$ cat src/source/cpu_pkg.sv
package cpu_pkg;

        localparam int WORD_WIDTH     = 16;
        localparam int REG_ADDR_WIDTH = 2;
        localparam int NUM_REGS       = 4;
        localparam int LINK_REG       = 2;   // JAL return address

        typedef logic [WORD_WIDTH-1:0]     word_t;
        typedef logic [REG_ADDR_WIDTH-1:0] reg_addr_t;

        // ------------------------------------------------------------
        // instruction encoding
        // ------------------------------------------------------------
        typedef enum logic [3:0] {
                OP_BNE   = 4'd0,
                OP_BEQ   = 4'd1,
                OP_ADI   = 4'd4,
                OP_ORI   = 4'd5,
                OP_LHI   = 4'd6,
                OP_LWD   = 4'd7,
                OP_SWD   = 4'd8,
                OP_JMP   = 4'd9,
                OP_JAL   = 4'd10,
                OP_RTYPE = 4'd15
        } opcode_e;

        typedef enum logic [5:0] {
                FN_ADD = 6'd0,
                FN_SUB = 6'd1,
                FN_AND = 6'd2,
                FN_ORR = 6'd3,
                FN_WWD = 6'd28,
                FN_HLT = 6'd29
        } func_e;

        typedef enum logic [2:0] {
                ALU_ADD,
                ALU_SUB,
                ALU_AND,
                ALU_OR,
                ALU_LHI   // immediate into the upper byte
        } alu_op_e;

        typedef struct packed {
                opcode_e   opcode;
                reg_addr_t rs;
                reg_addr_t rt;
                reg_addr_t rd;
                func_e     func;
        } r_fmt_t;

        typedef struct packed {
                opcode_e   opcode;
                reg_addr_t rs;
                reg_addr_t rt;
                logic [7:0] imm;
        } i_fmt_t;

        typedef struct packed {
                opcode_e     opcode;
                logic [11:0] target;
        } j_fmt_t;

        typedef union packed {
                r_fmt_t r;
                i_fmt_t i;
                j_fmt_t j;
        } instr_u;

        // ------------------------------------------------------------
        // pipeline bundles
        // ------------------------------------------------------------
        typedef enum logic [1:0] {
                WB_ALU,
                WB_MEM,
                WB_PC1
        } wb_sel_e;

        typedef struct packed {
                alu_op_e alu_op;
                logic    imm_sel;     // operand b is the immediate
                logic    mem_read;
                logic    mem_write;
                logic    reg_write;
                wb_sel_e wb_sel;
                logic    branch;
                logic    branch_eq;   // BEQ, else BNE
                logic    wwd;
                logic    halt;
        } ctrl_t;

        typedef struct packed {
                logic      valid;
                ctrl_t     ctrl;
                word_t     pc;
                word_t     imm;
                reg_addr_t rs;
                reg_addr_t rt;
                reg_addr_t dest;
        } id_ex_t;

        typedef struct packed {
                logic      valid;
                ctrl_t     ctrl;
                word_t     pc;
                word_t     result;
                word_t     store_data;
                reg_addr_t dest;
        } ex_mem_t;

        typedef struct packed {
                logic      valid;
                ctrl_t     ctrl;
                word_t     pc;
                word_t     result;
                word_t     load_data;
                reg_addr_t dest;
                word_t     out_data;   // WWD value
        } mem_wb_t;

        typedef struct packed {
                logic      valid;
                reg_addr_t addr;
        } dest_t;

        typedef struct packed {
                logic      en;
                reg_addr_t addr;
                word_t     data;
        } rf_write_t;

        typedef struct packed {
                logic  valid;
                word_t target;
        } redirect_t;

        typedef struct packed {
                logic  read;
                logic  write;
                word_t addr;
                word_t wdata;
        } dmem_req_t;

endpackage

$ cat src/source/execute_unit.sv
module execute_unit (
        input  logic               clk,
        input  logic               reset_n,
        input  logic               i_flush,
        input  cpu_pkg::id_ex_t    i_id,
        input  cpu_pkg::word_t     i_rs_data,
        input  cpu_pkg::word_t     i_rt_data,
        output cpu_pkg::redirect_t o_branch,
        output cpu_pkg::dest_t     o_ex_dest,
        output cpu_pkg::dest_t     o_mem_dest,
        output cpu_pkg::ex_mem_t   o_ex_mem
);

        cpu_pkg::id_ex_t  ex;
        cpu_pkg::ex_mem_t mem;
        cpu_pkg::word_t   rs_val, rt_val;
        cpu_pkg::word_t   alu_b, alu_y;
        logic             taken;

        // ------------------------------------------------------------
        // decode-to-execute register
        // ------------------------------------------------------------
        always_ff @(posedge clk) begin
                if (!reset_n) begin
                        ex.valid <= 1'b0;
                end else begin
                        ex       <= i_id;
                        ex.valid <= i_id.valid && !i_flush;   // killed by a taken branch
                end
        end

        always_ff @(posedge clk) begin
                rs_val <= i_rs_data;
                rt_val <= i_rt_data;
        end

        // ALU
        assign alu_b = ex.ctrl.imm_sel ? ex.imm : rt_val;

        always_comb begin
                case (ex.ctrl.alu_op)
                cpu_pkg::ALU_SUB: alu_y = rs_val - alu_b;
                cpu_pkg::ALU_AND: alu_y = rs_val & alu_b;
                cpu_pkg::ALU_OR:  alu_y = rs_val | alu_b;
                cpu_pkg::ALU_LHI: alu_y = {alu_b[7:0], 8'h00};
                default:          alu_y = rs_val + alu_b;
                endcase
        end

        // BEQ taken on equal, BNE on not equal
        assign taken    = ex.valid && ex.ctrl.branch && ((rs_val == rt_val) == ex.ctrl.branch_eq);
        assign o_branch = '{valid: taken, target: ex.pc + 1'b1 + ex.imm};

        // ------------------------------------------------------------
        // execute-to-memory register
        // ------------------------------------------------------------
        always_ff @(posedge clk) begin
                if (!reset_n) begin
                        mem.valid <= 1'b0;
                        mem.ctrl  <= '0;
                end else begin
                        mem.valid      <= ex.valid;
                        mem.ctrl       <= ex.valid ? ex.ctrl : '0;   // keeps bubbles off the bus
                        mem.pc         <= ex.pc;
                        mem.result     <= alu_y;
                        mem.store_data <= ex.ctrl.wwd ? ex.imm : rt_val;   // rt for SWD
                        mem.dest       <= ex.dest;
                end
        end

        assign o_ex_dest  = '{valid: ex.valid && ex.ctrl.reg_write, addr: ex.dest};
        assign o_mem_dest = '{valid: mem.valid && mem.ctrl.reg_write, addr: mem.dest};
        assign o_ex_mem   = mem;

endmodule

$ cat config.mk
export PLATFORM = sky130hd
export DESIGN_NAME = execute_unit
export DESIGN_NICKNAME = d
export VERILOG_FILES = /design/src/source/cpu_pkg.sv /design/src/source/execute_unit.sv
export SDC_FILE = /design/constraint.sdc
export NUM_CORES = 1
export LEC_CHECK = 0
export ABC_CLOCK_PERIOD_IN_PS = 4700
export BUFFER_PORTS_ARGS = -buffer_cell sky130_fd_sc_hd__buf_2
export CAP_MARGIN = 30
export CORE_ASPECT_RATIO = 1.5
export CORE_MARGIN = 2
export CORE_UTILIZATION = 53
export DETAILED_ROUTE_END_ITERATION = 7
export GPL_ROUTABILITY_DRIVEN = 0
export GPL_TIMING_DRIVEN = 1
export PLACE_DENSITY = 0.86
export SYNTH_ARGS = -nofsm -noshare
export SYNTH_HDL_FRONTEND = slang
export SYNTH_SLANG_ARGS = --single-unit
$ cat constraint.sdc
create_clock -name clk -period 4.7 [get_ports clk]
set_clock_uncertainty 0.15 [all_clocks]
set_input_delay 0.705 -clock clk [delete_from_list [all_inputs] [get_ports clk]]
set_output_delay 0.705 -clock clk [all_outputs]
set_load 0.01 [all_outputs]
==> results of run 1 <==
-- placed cells by master, fill, tap and decap left out, types with 5 or more instances in the layout --
cell type                     n
sky130_fd_sc_hd__buf_2      168
sky130_fd_sc_hd__edfxtp_1    97
sky130_fd_sc_hd__xnor2_1     47
sky130_fd_sc_hd__dfxtp_1     47
sky130_fd_sc_hd__a21oi_1     36
sky130_fd_sc_hd__nor2_1      35
sky130_fd_sc_hd__ha_1        33
sky130_fd_sc_hd__inv_1       24
sky130_fd_sc_hd__nand2_1     22
sky130_fd_sc_hd__mux2_2      20
sky130_fd_sc_hd__o21ai_0     18
sky130_fd_sc_hd__and3_1      17
sky130_fd_sc_hd__clkbuf_16   17
sky130_fd_sc_hd__nor3_1      16
sky130_fd_sc_hd__mux2i_1     14
sky130_fd_sc_hd__maj3_1      12
sky130_fd_sc_hd__xor2_1      10
sky130_fd_sc_hd__a21o_1       9
sky130_fd_sc_hd__o21ai_1      8
sky130_fd_sc_hd__and2_1       7
sky130_fd_sc_hd__nand4_1      7
sky130_fd_sc_hd__nand2b_1     6
sky130_fd_sc_hd__buf_4        6
sky130_fd_sc_hd__a31oi_1      5
sky130_fd_sc_hd__a22oi_1      5
sky130_fd_sc_hd__o21bai_1     5
-- stage by stage --
| step | hold WS (ns) | power (mW) | setup slack, ns |
|---|---|---|---|
| after CTS | 0.222 | 3.65 | 0.316 |
| final | 0.240 | 3.65 | 0.485 |
| after floorplan | 0.276 | 2.08 | 0.551 |
| after global routing | 0.221 | 3.80 | 0.217 |
| after global placement | 0.273 | 2.31 | 0.484 |
| after detailed placement | 0.287 | 2.35 | 0.327 |
-- metal layers --
metal,GRT usage,wire [um],up-vias
li1,-,-,2428
met1,0.245,5960,2388
met2,0.439,9030,218
met3,0.0573,911,58
met4,0.131,728,0
met5,0,0,-
-- state kept, by name, summed over array words and instances, names as in the netlist --
signal	count
ex	46
o_ex_dest	2
o_ex_mem	64
rs_val	16
rt_val	16
-- area by class of cell --
cell class,instances,area share
inverter,25,0.0111
multi-input combinational,374,0.332
tap,156,0.0232
clock buffer,20,0.0518
clock inverter,12,0.0160
timing repair buffer,175,0.108
sequential,144,0.457
-- worst register-to-register path, stage by stage (launching register included) --
cell and delay (ns):
sky130_fd_sc_hd__edfxtp_1 0.48, sky130_fd_sc_hd__mux2i_1 0.49, sky130_fd_sc_hd__ha_1 0.30, sky130_fd_sc_hd__o211ai_1 0.16, sky130_fd_sc_hd__nor3_1 0.32, sky130_fd_sc_hd__nor2_1 0.10, sky130_fd_sc_hd__xnor2_1 0.14, sky130_fd_sc_hd__ha_1 0.37
sky130_fd_sc_hd__a21o_1 0.23, sky130_fd_sc_hd__a221o_1 0.34, sky130_fd_sc_hd__a21oi_1 0.14, sky130_fd_sc_hd__o21ai_1 0.12, sky130_fd_sc_hd__o31ai_1 0.29, sky130_fd_sc_hd__xnor2_1 0.17, sky130_fd_sc_hd__o221ai_1 0.13
-- repair_timing --
| item | 4_1_cts | 5_1_grt |
|---|---|---|
| endpoints found under the setup margin | 0 | 1 |
| hold buffers | 0 | 0 |
| buffers inserted | 0 | 2 |
| hold endpoints to repair | 0 | 0 |
-- how the worst max path moves through the flow --
stage	startpoint	endpoint	slack, ns	depth (start not counted)
finish	ex[47]$_DFFE_PP_	o_ex_mem[33]$_DFFE_PP_	0.49	14
global route	ex[47]$_DFFE_PP_	o_ex_mem[33]$_DFFE_PP_	0.22	14
CTS	ex[47]$_DFFE_PP_	o_ex_mem[33]$_DFFE_PP_	0.32	14
detailed placement	ex[47]$_DFFE_PP_	o_ex_mem[33]$_DFFE_PP_	0.33	14
global placement	ex[47]$_DFFE_PP_	o_ex_mem[33]$_DFFE_PP_	0.48	14
floorplan	ex[47]$_DFFE_PP_	o_ex_mem[33]$_DFFE_PP_	0.55	17
-- kinds of logic after synthesis --
kind of cell / after synthesis / synth area share
adders and majority gates: 47 / 0.0836
xor gates and xnor gates: 57 / 0.0729
buffers and inverters: 47 / 0.0290
and+or+nand+nor: 122 / 0.0915
AOI/OAI and AO/OA: 114 / 0.107
muxes: 34 / 0.0533
DFF: 144 / 0.562
-- power by group --
part / total [mW] / switching, mW / internal (mW)
sequential: 1.55 / 0.0712 / 1.48
combinational: 0.802 / 0.448 / 0.354
clock: 1.30 / 0.511 / 0.785
total: 3.65 / 1.03 / 2.62
==> results.sh, run 1 <==
export IMPL_status="complete, no violations"
export IMPL_unrepaired_setup_endpoints_after_global_routing="no"
export IMPL_top_level_ports=174
export IMPL_final_hold_violation_count=0
export IMPL_worst_slew_margin_rel=0.495
export IMPL_crit_chain="mux2i_1 -> ha_1 -> o211ai_1 -> nor3_1 -> nor2_1 -> xnor2_1 -> ha_1 -> a21o_1 -> a221o_1 -> a21oi_1 -> o21ai_1 -> o31ai_1 -> xnor2_1 -> o221ai_1"
export IMPL_cellPowerDensity_nw_per_um2=433
export IMPL_cts_resized_gates=0
export IMPL_slowest_stage="sky130_fd_sc_hd__mux2i_1"
export IMPL_nNetsFinal=859
export IMPL_synthCells=565
export IMPL_ys_seq_area_frac=0.562
export IMPL_std_cell_rows=50
export IMPL_crit_path_max_fanout=8
export IMPL_detail_route_first_pass_iterations=5
export IMPL_dp_cells=871
export IMPL_finalMaxSlewViolations=0
export IMPL_syn_avg_cell_area_um2=12.1
export IMPL_synth_area_leaders="sky130_fd_sc_hd__edfxtp_1, sky130_fd_sc_hd__dfxtp_1, sky130_fd_sc_hd__ha_1"
export IMPL_critical_path_top_delay_family="compound AO/OA/AOI/OAI gates"
export IMPL_antenna_violations_before_repair=0
export IMPL_first_global_vias=5147
export IMPL_synthesis_nets=687
export IMPL_grt_first_pass_wirelength_um=25800
export IMPL_hold_path_class="in -> reg"
export IMPL_rrSetupSlack_ns=0.49
export IMPL_fin_tns_setup_ns=0
export IMPL_floorplan_core_area_um2=12600
export IMPL_min_delay_path_depth=1
export IMPL_synth_ff_latch_count=144
export IMPL_crit_path_max_incr_delay_ns=0.49
export IMPL_crit_reg2reg_capture="o_ex_mem[33]$_DFFE_PP_"
export IMPL_maxCapViolations=0
export IMPL_synth_flop_cell="sky130_fd_sc_hd__edfxtp_1"
export IMPL_clkLatencyLatePin_ns=0.41
export IMPL_total_number_of_vias=5092
export IMPL_fin_crit_sh=0.897
export IMPL_antenna_cells_inserted=0
export IMPL_critPathCaptureType="register"
export IMPL_yosys_cell_count_top_type="sky130_fd_sc_hd__edfxtp_1"
export IMPL_clkSinkCount=144
export IMPL_clock_fmax_mhz=237
export IMPL_drt_vias_per_instance=5.62
export IMPL_clock_tree_buffer_depth=2
export IMPL_gr_total_overflow=0
export IMPL_io_buffer_count=169
export IMPL_worstSetupStartpointType="register"
export IMPL_critical_path_n_buffers_inverters=0
export IMPL_netlist_area_before_placement_um2=6850
export IMPL_synthArstFlopShare=0
export IMPL_global_route_usage_total=0.238
export IMPL_worst_setup_hold_path_clk_slew_ns=0.06
export IMPL_area_sequential_um2=3850
export IMPL_timing_critical_path_required_ns=4.68
export IMPL_hold_path_endpoint="rs_val[6]$_DFF_P_"
export IMPL_drt_initial_drc_count=252
export IMPL_instances_no_fill=906
export IMPL_initial_utilization=0.545
export IMPL_vdd_drop_max_uv=322
export IMPL_final_core_util=0.670
export IMPL_number_of_flops_mapped_to_enable_cells_by_yosys=97
export IMPL_synthTopCellsByCount="sky130_fd_sc_hd__edfxtp_1, sky130_fd_sc_hd__dfxtp_1, sky130_fd_sc_hd__xnor2_1, sky130_fd_sc_hd__a21oi_1, sky130_fd_sc_hd__nor2_1"
export IMPL_filler_instances=921
export IMPL_final_area_um2=8430
export IMPL_cts_max_level=4
export IMPL_die_h_um=143
export IMPL_routed_wire_length_per_instance_um=18.3
export IMPL_clk_root_buffer_cell="sky130_fd_sc_hd__clkbuf_16"
export IMPL_netlist_cell_type_count=55
export IMPL_p_leak_nw=3.63
export IMPL_post_dp_hpwl_um=12200
export IMPL_post_route_cells_drive_above_1_share=0.311
export IMPL_final_antenna_net_count=0
export IMPL_worst_pin_slew_ns=0.750
export IMPL_detailed_place_area_um2=7810
export IMPL_setup_violations_final=0
export IMPL_multi_input_comb_area_um2=2800
export IMPL_worstHoldStart="i_rs_data[6]"
export IMPL_reg2reg_from="ex[47]$_DFFE_PP_"
export IMPL_die_width_um=96.8
export IMPL_cts_tree="yes"
export IMPL_criticalPathCategory="reg -> reg"
export IMPL_floorplan_die_area_um2=13900
export IMPL_layout_area_overhead_vs_synth_pct=23.0
export IMPL_detail_route_wirelength_um=16600
export IMPL_grt_start_max_net_pins=85
export IMPL_clock_period_minus_final_worst_setup_slack_ns=4.21
export IMPL_worstRegToRegCells=14
export IMPL_yosysWarnings=0
export IMPL_synth_top_cell_area_share=0.425
export IMPL_numCtsBuffers=17
export IMPL_timing_critical_path_arrival_ns=4.20
export IMPL_post_route_drc_count=0
export IMPL_post_synth_top_area_cell="sky130_fd_sc_hd__edfxtp_1"
Power figures use the tool's default switching activity.
==> run 2: changes to the inputs <==
- CTS_BUF_LIST: unset -> sky130_fd_sc_hd__clkbuf_4 sky130_fd_sc_hd__clkbuf_8 sky130_fd_sc_hd__clkbuf_16
==> results.sh, run 2 (same netlist as run 1, synthesis figures left out) <==
export IMPL_hold_path_endpoint="rs_val[6]$_DFF_P_"
export IMPL_clk_root_buffer_cell="sky130_fd_sc_hd__clkbuf_16"
export IMPL_io_buffer_count=169
export IMPL_worstRegToRegCells=14
export IMPL_std_cell_rows=50
export IMPL_clock_period_minus_final_worst_setup_slack_ns=4.20
export IMPL_criticalPathCategory="reg -> reg"
export IMPL_numCtsBuffers=17
export IMPL_filler_instances=920
export IMPL_clkSinkCount=144
export IMPL_crit_path_max_fanout=8
export IMPL_crit_chain="mux2i_1 -> ha_1 -> o211ai_1 -> nor3_1 -> nor2_1 -> xnor2_1 -> ha_1 -> a21o_1 -> a221o_1 -> a21oi_1 -> o21ai_1 -> o31ai_1 -> xnor2_1 -> o221ai_1"
export IMPL_vdd_drop_max_uv=282
export IMPL_reg2reg_from="ex[47]$_DFFE_PP_"
export IMPL_pre_cts_worst_setup_slack_ns=0.327
export IMPL_worst_pin_slew_ns=0.776
export IMPL_drt_vias_per_instance=5.64
export IMPL_cts_resized_gates=0
export IMPL_critPathCaptureType="register"
export IMPL_nNetsFinal=859
export IMPL_post_route_drc_count=0
export IMPL_worstSetupStartpointType="register"
export IMPL_gr_total_overflow=0
export IMPL_setup_violations_final=0
export IMPL_largest_reg_flops=64
export IMPL_floorplan_die_area_um2=13900
export IMPL_min_delay_path_depth=1
export IMPL_fin_crit_sh=0.894
export IMPL_maxCapViolations=0
export IMPL_antenna_cells_inserted=0
export IMPL_final_antenna_net_count=0
export IMPL_drt_initial_drc_count=293
export IMPL_clock_fmax_mhz=238
export IMPL_finalMaxSlewViolations=0
export IMPL_detail_route_first_pass_iterations=7
export IMPL_timing_critical_path_required_ns=4.69
export IMPL_worst_setup_hold_path_clk_slew_ns=0.06
export IMPL_initial_utilization=0.545
export IMPL_cts_max_level=4
export IMPL_unrepaired_setup_endpoints_after_global_routing="no"
export IMPL_final_common_cell="sky130_fd_sc_hd__buf_2"
export IMPL_p_leak_nw=3.64
export IMPL_rrSetupSlack_ns=0.50
export IMPL_die_h_um=143
export IMPL_cts_tree="yes"
export IMPL_layout_cells_most_common_list="sky130_fd_sc_hd__buf_2, sky130_fd_sc_hd__edfxtp_1, sky130_fd_sc_hd__xnor2_1, sky130_fd_sc_hd__dfxtp_1, sky130_fd_sc_hd__a21oi_1"
export IMPL_final_hold_violation_count=0
export IMPL_timing_critical_path_arrival_ns=4.19
export IMPL_floorplan_core_area_um2=12600
export IMPL_hold_path_class="in -> reg"
export IMPL_post_cts_repair_setup_buffers=0
export IMPL_cellPowerDensity_nw_per_um2=435
export IMPL_status="complete, no violations"
export IMPL_global_route_usage_total=0.241
export IMPL_crit_reg2reg_capture="o_ex_mem[33]$_DFFE_PP_"
export IMPL_layout_area_overhead_vs_synth_pct=23.2
export IMPL_slowest_stage="sky130_fd_sc_hd__mux2i_1"
export IMPL_hold_buffers=0
export IMPL_antenna_violations_before_repair=0
export IMPL_crit_path_max_incr_delay_ns=0.48
export IMPL_worst_slew_margin_rel=0.478
export IMPL_total_number_of_vias=5109
export IMPL_final_worst_path_setup_slack_ns=0.497
export IMPL_clock_tree_buffer_depth=2
export IMPL_grt_start_max_net_pins=85
export IMPL_grt_first_pass_wirelength_um=26100
export IMPL_worstHoldStart="i_rs_data[6]"
export IMPL_clkLatencyLatePin_ns=0.42
export IMPL_routed_wire_length_per_instance_um=18.5
export IMPL_die_width_um=96.8
export IMPL_post_route_cells_drive_above_1_share=0.315
export IMPL_top_level_ports=174
export IMPL_fin_tns_setup_ns=0
export IMPL_worstSetupStartpoint="ex[47]$_DFFE_PP_"
export IMPL_detail_route_wirelength_um=16700
export IMPL_first_global_vias=5160
export IMPL_post_dp_hpwl_um=12200
-- run 2: cell counts in the layout (fill, tap and decap cells not counted) --
No cell type changed its count.
-- run 2: area by class of cell --
| type | instances | area [um2] | share of cell area |
|---|---|---|---|
| clock buffer | 20 | 448 | 0.0531 |
| clock inverter | 12 | 135 | 0.0160 |
| sequential | 144 | 3850 | 0.457 |
| inverter | 25 | 93.8 | 0.0111 |
| tap | 156 | 195 | 0.0231 |
| timing repair buffer | 175 | 913 | 0.108 |
| multi-input combinational | 374 | 2800 | 0.332 |
-- run 2: worst max path at each step --
stage	endpoint	slack (ns)
3_5_place_dp	o_ex_mem[33]$_DFFE_PP_	0.33
3_3_place_gp	o_ex_mem[33]$_DFFE_PP_	0.48
6_report	o_ex_mem[33]$_DFFE_PP_	0.50
5_1_grt	o_ex_mem[33]$_DFFE_PP_	0.22
2_1_floorplan	o_ex_mem[33]$_DFFE_PP_	0.55
4_1_cts	o_ex_mem[33]$_DFFE_PP_	0.32
-- run 2: power by group --
group	internal, mW	switching [mW]	leakage [nW]
Sequential	1.48	0.0714	1.34
Clock	0.802	0.518	0.289
Combinational	0.354	0.447	2.00
-- run 2: metrics by stage --
step	cell area (um2)	total power, mW	hold slack, ns	utilization	std cells
floorplan	6850	2.08	0.276	-	565
global placement	7810	2.31	0.273	0.621	871
detailed placement	7810	2.35	0.287	0.621	871
CTS	8400	3.67	0.223	0.668	903
global route	8440	3.82	0.222	0.671	906
finish	8440	3.67	0.232	0.671	906
-- run 2: per-layer routing --
layer	routed length, um	part of all wire	track usage
met3	963	0.058	0.0529
met2	9130	0.54	0.444
met4	750	0.045	0.144
met5	0	0	0
met1	5910	0.35	0.248
-- run 2: worst max-delay path: cells and delay by family (launching register included) --
family | cells | cell delay [ns]
compound gates | 7 | 1.41
simple gates | 2 | 0.42
xor+xnor | 2 | 0.31
fa+ha+maj | 2 | 0.67
flops | 1 | 0.47
mux | 1 | 0.48
